[config.mk]
export PLATFORM = sky130hd
export DESIGN_NAME = csr_unit
export DESIGN_NICKNAME = d
export VERILOG_FILES = /design/src/logic/rv_priv_pkg.sv /design/src/logic/csr_map_pkg.sv /design/src/logic/csr_status.sv /design/src/logic/csr_trap_ctrl.sv /design/src/logic/csr_regfile.sv /design/src/logic/csr_unit.sv
export SDC_FILE = /design/constraint.sdc
export NUM_CORES = 1
export LEC_CHECK = 0
export BUFFER_PORTS_ARGS = -buffer_cell sky130_fd_sc_hd__buf_2
export CAP_MARGIN = 20
export CORE_MARGIN = 1
export CORE_UTILIZATION = 49
export CTS_BUF_LIST = sky130_fd_sc_hd__clkbuf_8
export CTS_CLUSTER_SIZE = 14
export DETAILED_ROUTE_END_ITERATION = 8
export PLACE_DENSITY = 0.87
export SLEW_MARGIN = 0
export SYNTH_ARGS = -nofsm -noshare
export SYNTH_HDL_FRONTEND = slang
export SYNTH_HIERARCHICAL = 1
export SYNTH_SLANG_ARGS = --single-unit
[constraint.sdc]
create_clock -name clock -period 17 [get_ports clock]
set_input_delay 4.25 -clock clock [delete_from_list [all_inputs] [get_ports clock]]
set_output_delay 4.25 -clock clock [all_outputs]
set_load 0.02 [all_outputs]
[src/logic/rv_priv_pkg.sv]
// **************************************************************************
// Privilege definitions for the M/U CSR unit: privilege levels, trap cause
// codes, mstatus and mip/mie bit positions and the shared trap structs
// **************************************************************************
package rv_priv_pkg;

  // Privilege levels, only machine and user are implemented
  typedef enum logic [1:0] {
    priv_u = 2'b00,
    priv_m = 2'b11
  } priv_e;

  // Cause codes as they appear in the low bits of mcause
  typedef enum logic [3:0] {
    cause_ii  = 4'd2,
    cause_msi = 4'd3,
    cause_mti = 4'd7,
    cause_ecu = 4'd8,
    cause_mei = 4'd11
  } cause_e;

  // Ecall from M shares code 11 with the external interrupt,
  // the interrupt flag in mcause tells them apart
  localparam cause_e cause_ecm = cause_mei;

  // mstatus bit positions
  localparam int mstatus_mie  = 3;
  localparam int mstatus_mpie = 7;
  localparam int mstatus_mpp  = 11;

  // mip and mie bit positions
  localparam int msip = 3;
  localparam int mtip = 7;
  localparam int meip = 11;

  typedef struct packed {
    priv_e mpp;
    logic  mpie;
    logic  mie;
  } mstatus_t;

  // Platform interrupt lines
  typedef struct packed {
    logic msip;
    logic meip;
  } irq_lines_t;

  // Requests raised by the core decoder
  typedef struct packed {
    logic illegal_instruction;
    logic ecall;
    logic mret;
  } trap_req_t;

  // Trap decision
  typedef struct packed {
    logic   take;
    logic   interrupt;
    cause_e code;
  } trap_evt_t;

endpackage

[src/logic/csr_map_pkg.sv]
// **************************************************************************
// CSR address map of the M-mode CSR unit and the misa encoding values
// **************************************************************************
package csr_map_pkg;

  localparam int csr_addr_w = 12;

  // Implemented machine-mode CSR addresses
  typedef enum logic [csr_addr_w-1:0] {
    csr_mstatus  = 12'h300,
    csr_misa     = 12'h301,
    csr_mie      = 12'h304,
    csr_mtvec    = 12'h305,
    csr_mscratch = 12'h340,
    csr_mepc     = 12'h341,
    csr_mcause   = 12'h342,
    csr_mtval    = 12'h343,
    csr_mip      = 12'h344
  } csr_addr_e;

  // Extension bits of misa
  // I is bit 8, U is bit 20
  localparam logic [25:0] misa_ext = 26'h0100100;

  // MXL field encodings for the top two bits of misa
  localparam logic [1:0] mxl_32 = 2'd1;
  localparam logic [1:0] mxl_64 = 2'd2;

endpackage

[src/logic/csr_status.sv]
// **************************************************************************
// mstatus register (MIE, MPIE, MPP) and the current privilege level,
// updated on trap entry, mret and CSR writes
// **************************************************************************
`timescale 1ns/100ps

module csr_status #(
  parameter int xlen = 32
) (
  input  logic                    clock,
  input  logic                    reset,
  input  rv_priv_pkg::trap_evt_t  evt,
  input  logic                    mret,
  input  logic                    wr_en,
  input  csr_map_pkg::csr_addr_e  addr,
  input  logic [xlen-1:0]         wr_data,
  output rv_priv_pkg::mstatus_t   status,
  output rv_priv_pkg::priv_e      priv
);

  logic       status_wr;
  logic [1:0] mpp_wr;

  assign status_wr = wr_en && (addr == csr_map_pkg::csr_mstatus);
  assign mpp_wr    = wr_data[rv_priv_pkg::mstatus_mpp +: 2];

  always_ff @(posedge clock or posedge reset) begin
    if (reset) begin
      status.mie  <= 1'b0;
      status.mpie <= 1'b0;
      status.mpp  <= rv_priv_pkg::priv_u;
      priv        <= rv_priv_pkg::priv_m;
    end else if (evt.take) begin
      // Trap entry, always into M
      status.mie  <= 1'b0;
      status.mpie <= status.mie;
      status.mpp  <= priv;
      priv        <= rv_priv_pkg::priv_m;
    end else if (mret) begin
      status.mie  <= status.mpie;
      status.mpie <= 1'b1;
      status.mpp  <= rv_priv_pkg::priv_u;
      priv        <= status.mpp;
    end else if (status_wr) begin
      status.mie  <= wr_data[rv_priv_pkg::mstatus_mie];
      status.mpie <= wr_data[rv_priv_pkg::mstatus_mpie];
      // MPP is WARL, S and the reserved level are dropped
      if (mpp_wr inside {rv_priv_pkg::priv_u, rv_priv_pkg::priv_m}) begin
        status.mpp <= rv_priv_pkg::priv_e'(mpp_wr);
      end
    end
  end

  // Only M and U exist, both in the live level and the saved one
  priv_legal_a: assert property (
    @(posedge clock) disable iff (reset)
    (priv inside {rv_priv_pkg::priv_u, rv_priv_pkg::priv_m}) &&
    (status.mpp inside {rv_priv_pkg::priv_u, rv_priv_pkg::priv_m})
  ) else $error("illegal privilege level %0d / mpp %0d", priv, status.mpp);

endmodule

[src/logic/csr_trap_ctrl.sv]
// **************************************************************************
// Trap controller: qualifies interrupts and exceptions, picks the cause by
// fixed priority and forms the direct or vectored trap address
// **************************************************************************
`timescale 1ns/100ps

module csr_trap_ctrl #(
  parameter int xlen = 32
) (
  output rv_priv_pkg::trap_evt_t  evt,
  input  rv_priv_pkg::trap_req_t  trap_req,
  input  logic                    trap_en,
  input  rv_priv_pkg::mstatus_t   status,
  input  rv_priv_pkg::priv_e      priv,
  // Bit order is mei, mti, msi
  input  logic [2:0]              mip_bits,
  input  logic [2:0]              mie_bits,
  input  logic [xlen-1:0]         mtvec,
  output logic [xlen-1:0]         trap_addr
);

  logic            in_user;
  logic            global_en;
  logic [2:0]      irq_ok;
  logic            ii_ok;
  logic            ecall_ok;
  logic            found;
  logic [xlen-1:0] base_addr;
  logic [xlen-1:0] vec_offset;

  assign in_user = (priv == rv_priv_pkg::priv_u);

  // In U every enabled interrupt is taken, in M it also needs mstatus.MIE
  assign global_en = in_user || status.mie;
  assign irq_ok    = mip_bits & mie_bits & {3{global_en}};

  // Illegal instruction always traps
  assign ii_ok    = trap_req.illegal_instruction;
  assign ecall_ok = trap_req.ecall && global_en;

  // Priority mux, interrupts before exceptions
  always_comb begin
    evt.interrupt = 1'b0;
    evt.code      = rv_priv_pkg::cause_ii;
    found         = 1'b1;
    if (irq_ok[2]) begin
      evt.interrupt = 1'b1;
      evt.code      = rv_priv_pkg::cause_mei;
    end else if (irq_ok[1]) begin
      evt.interrupt = 1'b1;
      evt.code      = rv_priv_pkg::cause_mti;
    end else if (irq_ok[0]) begin
      evt.interrupt = 1'b1;
      evt.code      = rv_priv_pkg::cause_msi;
    end else if (ii_ok) begin
      evt.code = rv_priv_pkg::cause_ii;
    end else if (ecall_ok) begin
      evt.code = in_user ? rv_priv_pkg::cause_ecu : rv_priv_pkg::cause_ecm;
    end else begin
      found = 1'b0;
    end
    evt.take = found && trap_en;
  end

  // Vectored mode adds 4 * cause for interrupts only
  assign base_addr  = {mtvec[xlen-1:2], 2'b00};
  assign vec_offset = {{(xlen-6){1'b0}}, evt.code, 2'b00};
  assign trap_addr  = (mtvec[0] && evt.interrupt) ? base_addr + vec_offset : base_addr;

  // A taken trap needs the enable and a code legal for its kind
  take_legal_a: assert final (
    !evt.take ||
    (trap_en && (evt.interrupt ?
      (evt.code inside {rv_priv_pkg::cause_msi, rv_priv_pkg::cause_mti,
                        rv_priv_pkg::cause_mei}) :
      (evt.code inside {rv_priv_pkg::cause_ii, rv_priv_pkg::cause_ecu,
                        rv_priv_pkg::cause_ecm})))
  ) else $error("trap taken without trap_en or with bad cause %0d", evt.code);

endmodule

[src/logic/csr_regfile.sv]
// **************************************************************************
// M-mode CSR storage (mie, mtvec, mscratch, mepc, mcause, mtval), mip
// assembly from the platform lines and the CSR read multiplexer
// **************************************************************************
`timescale 1ns/100ps

module csr_regfile #(
  parameter int xlen = 32
) (
  input  logic                    clock,
  input  logic                    reset,
  input  rv_priv_pkg::trap_evt_t  evt,
  input  rv_priv_pkg::mstatus_t   status,
  input  logic                    wr_en,
  input  csr_map_pkg::csr_addr_e  addr,
  input  logic [xlen-1:0]         wr_data,
  input  logic [xlen-1:0]         pc,
  input  logic [31:0]             instruction,
  input  rv_priv_pkg::irq_lines_t irq,
  input  logic [63:0]             mtime,
  input  logic [63:0]             mtimecmp,
  output logic [xlen-1:0]         rd_data,
  output logic                    addr_exception,
  output logic [xlen-1:0]         mtvec,
  output logic [xlen-1:0]         mepc,
  output logic [2:0]              mie_bits,
  output logic [2:0]              mip_bits
);

  logic [xlen-1:0] mscratch;
  logic [xlen-1:0] mcause;
  logic [xlen-1:0] mtval;
  logic            mcause_legal;
  logic            ii_trap;

  // WLRL check on mcause writes
  function automatic logic cause_legal(input logic [xlen-1:0] value);
    logic [xlen-2:0] code;
    code = value[xlen-2:0];
    if (code[xlen-2:4] != '0) begin
      return 1'b0;
    end
    if (value[xlen-1]) begin
      return code[3:0] inside {rv_priv_pkg::cause_msi, rv_priv_pkg::cause_mti,
                               rv_priv_pkg::cause_mei};
    end
    return code[3:0] inside {rv_priv_pkg::cause_ii, rv_priv_pkg::cause_ecu,
                             rv_priv_pkg::cause_ecm};
  endfunction

  assign mcause_legal = cause_legal(wr_data);
  assign ii_trap = evt.take && !evt.interrupt && (evt.code == rv_priv_pkg::cause_ii);

  always_ff @(posedge clock or posedge reset) begin
    if (reset) begin
      mie_bits <= '0;
      mtvec    <= '0;
      mscratch <= '0;
      mepc     <= '0;
      mcause   <= '0;
      mtval    <= '0;
    end else if (evt.take) begin
      mepc   <= pc;
      mcause <= {evt.interrupt, (xlen-5)'(0), evt.code};
      if (ii_trap) begin
        mtval <= xlen'(instruction);
      end
    end else if (wr_en) begin
      case (addr)
        csr_map_pkg::csr_mie: mie_bits <= {wr_data[rv_priv_pkg::meip],
                                           wr_data[rv_priv_pkg::mtip],
                                           wr_data[rv_priv_pkg::msip]};
        // Bit 1 of mtvec is reserved
        csr_map_pkg::csr_mtvec:    mtvec <= {wr_data[xlen-1:2], 1'b0, wr_data[0]};
        csr_map_pkg::csr_mscratch: mscratch <= wr_data;
        csr_map_pkg::csr_mepc:     mepc <= {wr_data[xlen-1:2], 2'b00};
        csr_map_pkg::csr_mcause: begin
          if (mcause_legal) begin
            mcause <= wr_data;
          end
        end
        csr_map_pkg::csr_mtval: mtval <= wr_data;
        default: ;
      endcase
    end
  end

  // Pending bits come straight from the platform
  assign mip_bits = {irq.meip, (mtime >= mtimecmp), irq.msip};

  always_comb begin
    rd_data        = '0;
    addr_exception = 1'b0;
    case (addr)
      csr_map_pkg::csr_mstatus: begin
        rd_data[rv_priv_pkg::mstatus_mie]      = status.mie;
        rd_data[rv_priv_pkg::mstatus_mpie]     = status.mpie;
        rd_data[rv_priv_pkg::mstatus_mpp +: 2] = status.mpp;
      end
      csr_map_pkg::csr_misa: begin
        rd_data[xlen-1 -: 2] = (xlen == 64) ? csr_map_pkg::mxl_64 : csr_map_pkg::mxl_32;
        rd_data[25:0]        = csr_map_pkg::misa_ext;
      end
      csr_map_pkg::csr_mie: begin
        rd_data[rv_priv_pkg::meip] = mie_bits[2];
        rd_data[rv_priv_pkg::mtip] = mie_bits[1];
        rd_data[rv_priv_pkg::msip] = mie_bits[0];
      end
      csr_map_pkg::csr_mip: begin
        rd_data[rv_priv_pkg::meip] = mip_bits[2];
        rd_data[rv_priv_pkg::mtip] = mip_bits[1];
        rd_data[rv_priv_pkg::msip] = mip_bits[0];
      end
      csr_map_pkg::csr_mtvec:    rd_data = mtvec;
      csr_map_pkg::csr_mscratch: rd_data = mscratch;
      csr_map_pkg::csr_mepc:     rd_data = mepc;
      csr_map_pkg::csr_mcause:   rd_data = mcause;
      csr_map_pkg::csr_mtval:    rd_data = mtval;
      default: addr_exception = 1'b1;
    endcase
  end

endmodule

[src/logic/csr_unit.sv]
// **************************************************************************
// Machine-mode CSR unit for an M/U core: status, trap control and the CSR
// register file, with trap > mret > write precedence applied here
// **************************************************************************
`timescale 1ns/100ps

module csr_unit #(
  parameter int xlen = 32
) (
  input  logic                    clock,
  input  logic                    reset,
  input  logic                    trap_en,
  input  logic                    wr_en,
  input  csr_map_pkg::csr_addr_e  addr,
  input  logic [xlen-1:0]         wr_data,
  input  logic [xlen-1:0]         pc,
  input  logic [31:0]             instruction,
  input  rv_priv_pkg::trap_req_t  trap_req,
  input  rv_priv_pkg::irq_lines_t irq,
  input  logic [63:0]             mtime,
  input  logic [63:0]             mtimecmp,
  output logic [xlen-1:0]         rd_data,
  output logic [xlen-1:0]         mepc,
  output logic [xlen-1:0]         trap_addr,
  output logic                    addr_exception,
  output logic                    trap,
  output rv_priv_pkg::priv_e      privilege_mode
);

  rv_priv_pkg::mstatus_t  status;
  rv_priv_pkg::trap_evt_t evt;
  logic [xlen-1:0]        mtvec;
  logic [2:0]             mie_bits;
  logic [2:0]             mip_bits;
  logic                   mret_ok;
  logic                   wr_ok;

  // A trap wins over mret, mret wins over a write
  assign mret_ok = trap_req.mret && !evt.take;
  assign wr_ok   = wr_en && !trap_req.mret && !evt.take;
  assign trap    = evt.take;

  csr_status #(.xlen(xlen)) csr_status_inst (
    .clock   (clock),
    .reset   (reset),
    .evt     (evt),
    .mret    (mret_ok),
    .wr_en   (wr_ok),
    .addr    (addr),
    .wr_data (wr_data),
    .status  (status),
    .priv    (privilege_mode)
  );

  csr_trap_ctrl #(.xlen(xlen)) csr_trap_ctrl_inst (
    .evt       (evt),
    .trap_req  (trap_req),
    .trap_en   (trap_en),
    .status    (status),
    .priv      (privilege_mode),
    .mip_bits  (mip_bits),
    .mie_bits  (mie_bits),
    .mtvec     (mtvec),
    .trap_addr (trap_addr)
  );

  csr_regfile #(.xlen(xlen)) csr_regfile_inst (
    .clock          (clock),
    .reset          (reset),
    .evt            (evt),
    .status         (status),
    .wr_en          (wr_ok),
    .addr           (addr),
    .wr_data        (wr_data),
    .pc             (pc),
    .instruction    (instruction),
    .irq            (irq),
    .mtime          (mtime),
    .mtimecmp       (mtimecmp),
    .rd_data        (rd_data),
    .addr_exception (addr_exception),
    .mtvec          (mtvec),
    .mepc           (mepc),
    .mie_bits       (mie_bits),
    .mip_bits       (mip_bits)
  );

  // Core contract, mret never comes with a CSR write
  no_mret_with_write_a: assert property (
    @(posedge clock) disable iff (reset)
    !(trap_req.mret && wr_en)
  ) else $error("mret presented together with wr_en");

endmodule

==> metrics.log <==
[metrics] Ys Warns: 6
[metrics] pin count of the biggest net entering global routing: 98
[metrics] post-detail-place hpwl: 24600 um
[metrics] final wirelength: 33500 um
[metrics] TritonCTS buffer count: 17
[metrics] post-CTS setup repair buffer count: 0
[metrics] Final Net Count: 1706
[metrics] CP required: 12.75 ns
[metrics] RSZ-0062 raised after global routing: false
[metrics] post-synthesis average cell area: 9.76 um^2
[metrics] worst clock skew: 0.0106 ns
[metrics] share of final-layout standard cells stronger than drive strength 1: 0.340
[metrics] CTS tree: yes
[metrics] Worst Path Max Fanout: 10
[metrics] library cell used as clock root buffer: clkbuf_8
[metrics] number of vias after detailed routing: 9937
[metrics] data arrival time at the worst-slack endpoint: 9.08 ns
[metrics] core outline area: 21000 um^2
[metrics] clock input transition at the sequential cells of the worst setup and hold paths: 0.09 ns
[metrics] Max Fclk: 0.0750 GHz
[metrics] iteration count of the initial detailed-routing pass: 6
[metrics] Setup Viol. Count Final: 0
[metrics] start-to-end type of the worst setup path: in -> out
[metrics] final worst path period share: 0.784
[metrics] number of remaining DRC errors: 0
[metrics] actual slew at the worst max-slew pin: 1.00 ns
[metrics] height of the chip: 148 um
[metrics] vias in the first global route: 10100
[metrics] number of filler cells placed in the layout: 1716
[metrics] total track usage: 0.309
[metrics] number of violations of the max-capacitance limit: 0
[metrics] worst-skew pair later-pin latency: 0.47 ns
[metrics] aggregate negative setup slack: 0 ns
[metrics] Die ar.: 22000 um^2
[metrics] cells after synthesis: 1075
[metrics] number of hold buffers added after CTS: 0
[metrics] Routed WL per cell: 19.9 um
[metrics] slowest stage cell on the critical path: nor3b_4
[metrics] final-report max-slew violation count: 0
[metrics] post-route worst hold slack: 0.493 ns
[metrics] Reg-to-Reg Start: csr_regfile_inst/mie_bits[2]
[metrics] launching element of the worst setup path: mtimecmp[63]
[metrics] PwrDens: 76.6 nW/um^2
[metrics] Final Hold Viols: 0
[metrics] IO Pins: 345
[metrics] worst hold path startpoint: csr_regfile_inst/mcause[5]
[metrics] effective utilization at floorplan: 0.499
[metrics] final RePlAce weighted congestion: 0.894
[metrics] Critical Path, Cell by Cell: buf_2 > inv_1 > ha_1 > nand4_1 > nor4_1 > nor4bb_1 > a221oi_1 > nand2_1 > a222oi_1 > a21oi_1 > ha_1 > inv_1 > fa_1 > nand2b_1 > a21oi_1 > nor3b_4 > nand2_1 > xnor2_1 > buf_2
[metrics] relative area change from synthesis to final layout: 22.8%
[metrics] quantity of I/O buffers inserted on ports: 342
[metrics] antenna violations before repair: 1
[metrics] post-synthesis instance area: 10500 um^2
[metrics] final period demand of the worst path: 13.33 ns
[metrics] peak per-stage delay on the critical path: 0.63 ns
[metrics] type of the worst min-delay path: reg -> reg
[metrics] Setup crit end kind: primary output
[metrics] overflow left after global routing: 0
[metrics] max-slew headroom at the worst pin: 0.332
[metrics] clock sinks: 168
[metrics] global-route wire length before repair: 52000 um
[metrics] sort of element at the start of the critical path: primary input
[metrics] vias per std cell: 5.91
[metrics] std cell rows: 53
[metrics] DRT antenna net count: 0
[metrics] Iteration-0 DRC Markers: 848
[metrics] count of instances resized after the clock tree is built: 0
[metrics] leak pwr: 6.94 nW
[metrics] Chip Width: 148 um
[metrics] buffer depth of the longest clock path: 2
[metrics] peak supply drop: 0.0000556 V
[metrics] status: completed
[metrics] number of H-tree branching levels: 4
[final cells by class]
type	instances	area (um^2)	share of cell area
Timing Repair Buffer	355	1820	0.141
Multi-Input combinational cell	771	5760	0.447
Inverter	79	302	0.0234
Clock buffer	18	248	0.0192
Antenna cell	2	5.00	0.000388
Tap cell	275	344	0.0267
Clock inverter	14	198	0.0153
Sequential cell	168	4210	0.327
[worst max-delay path, delay by kind of cell]
family          cells  cell delay [ns]
fa+ha+maj           3             1.00
buf+inv             4             0.40
simple gates        7             2.25
compound gates      4             0.92
xor+xnor            1             0.23
[report_power, final]
| group | total (mW) | switching (mW) | leakage, nW | internal (mW) |
|---|---|---|---|---|
| combinational | 0.201 | 0.120 | 4.54 | 0.0808 |
| clock | 0.318 | 0.153 | 0.219 | 0.165 |
| sequential | 0.469 | 0.0291 | 2.18 | 0.440 |
[through the flow]
step	total power, mW	worst slack [ns]	instances	area (um^2)	utilization
after CTS	0.990	3.92	1678	12900	0.611
after global placement	0.667	4.16	1646	12400	0.590
after floorplan	0.590	4.92	1076	10500	-
final	0.987	3.67	1682	12900	0.613
after global routing	1.04	3.50	1681	12900	0.613
after detailed placement	0.675	3.99	1646	12400	0.590
[path summary, 6_finish.rpt]
path	endpoint	slack [ns]	cells past startpoint
max	trap_addr[24]	3.67	19
min in group asynchronous	csr_status_inst/status[2]	3.74	2
max in group asynchronous	csr_regfile_inst/mtvec[8]	11.62	3
min reg2reg	csr_regfile_inst/mcause[5]	0.49	1
min	csr_regfile_inst/mcause[5]	0.49	1
max reg2reg	csr_regfile_inst/mcause[19]	12.82	9
[layer usage]
layer,global-route usage,vias up,share of wire
met5,0,-,0
met4,0.178,0,0.053
met3,0.0583,125,0.076
met2,0.550,564,0.51
met1,0.344,4715,0.36
li1,-,4533,-
[cells in the final DEF (no fill, tap or decap), types with 8 or more instances in the layout]
cell / count
buf_4: 12
xnor2_1: 25
inv_1: 79
o21ai_0: 51
mux2_2: 63
a221oi_1: 8
a22oi_1: 39
nor2_1: 51
buf_2: 342
ha_1: 68
nor4_1: 12
and3_1: 9
nand3_1: 29
a222oi_1: 24
nand2_1: 106
clkbuf_8: 18
and2_1: 28
mux2i_1: 68
dfrtp_1: 166
nor3_1: 11
nand4_1: 25
a21oi_1: 70
[sequential cells by signal, summed over array words and instances, names as in the netlist]
signal / flops
csr_regfile_inst/mie_bits: 3
csr_regfile_inst/mcause: 32
csr_status_inst/priv: 2
csr_regfile_inst/mepc: 32
csr_regfile_inst/mtval: 32
csr_regfile_inst/mtvec: 31
csr_status_inst/status: 4
csr_regfile_inst/mscratch: 32
Note: power is estimated with default switching activity, not from simulation.
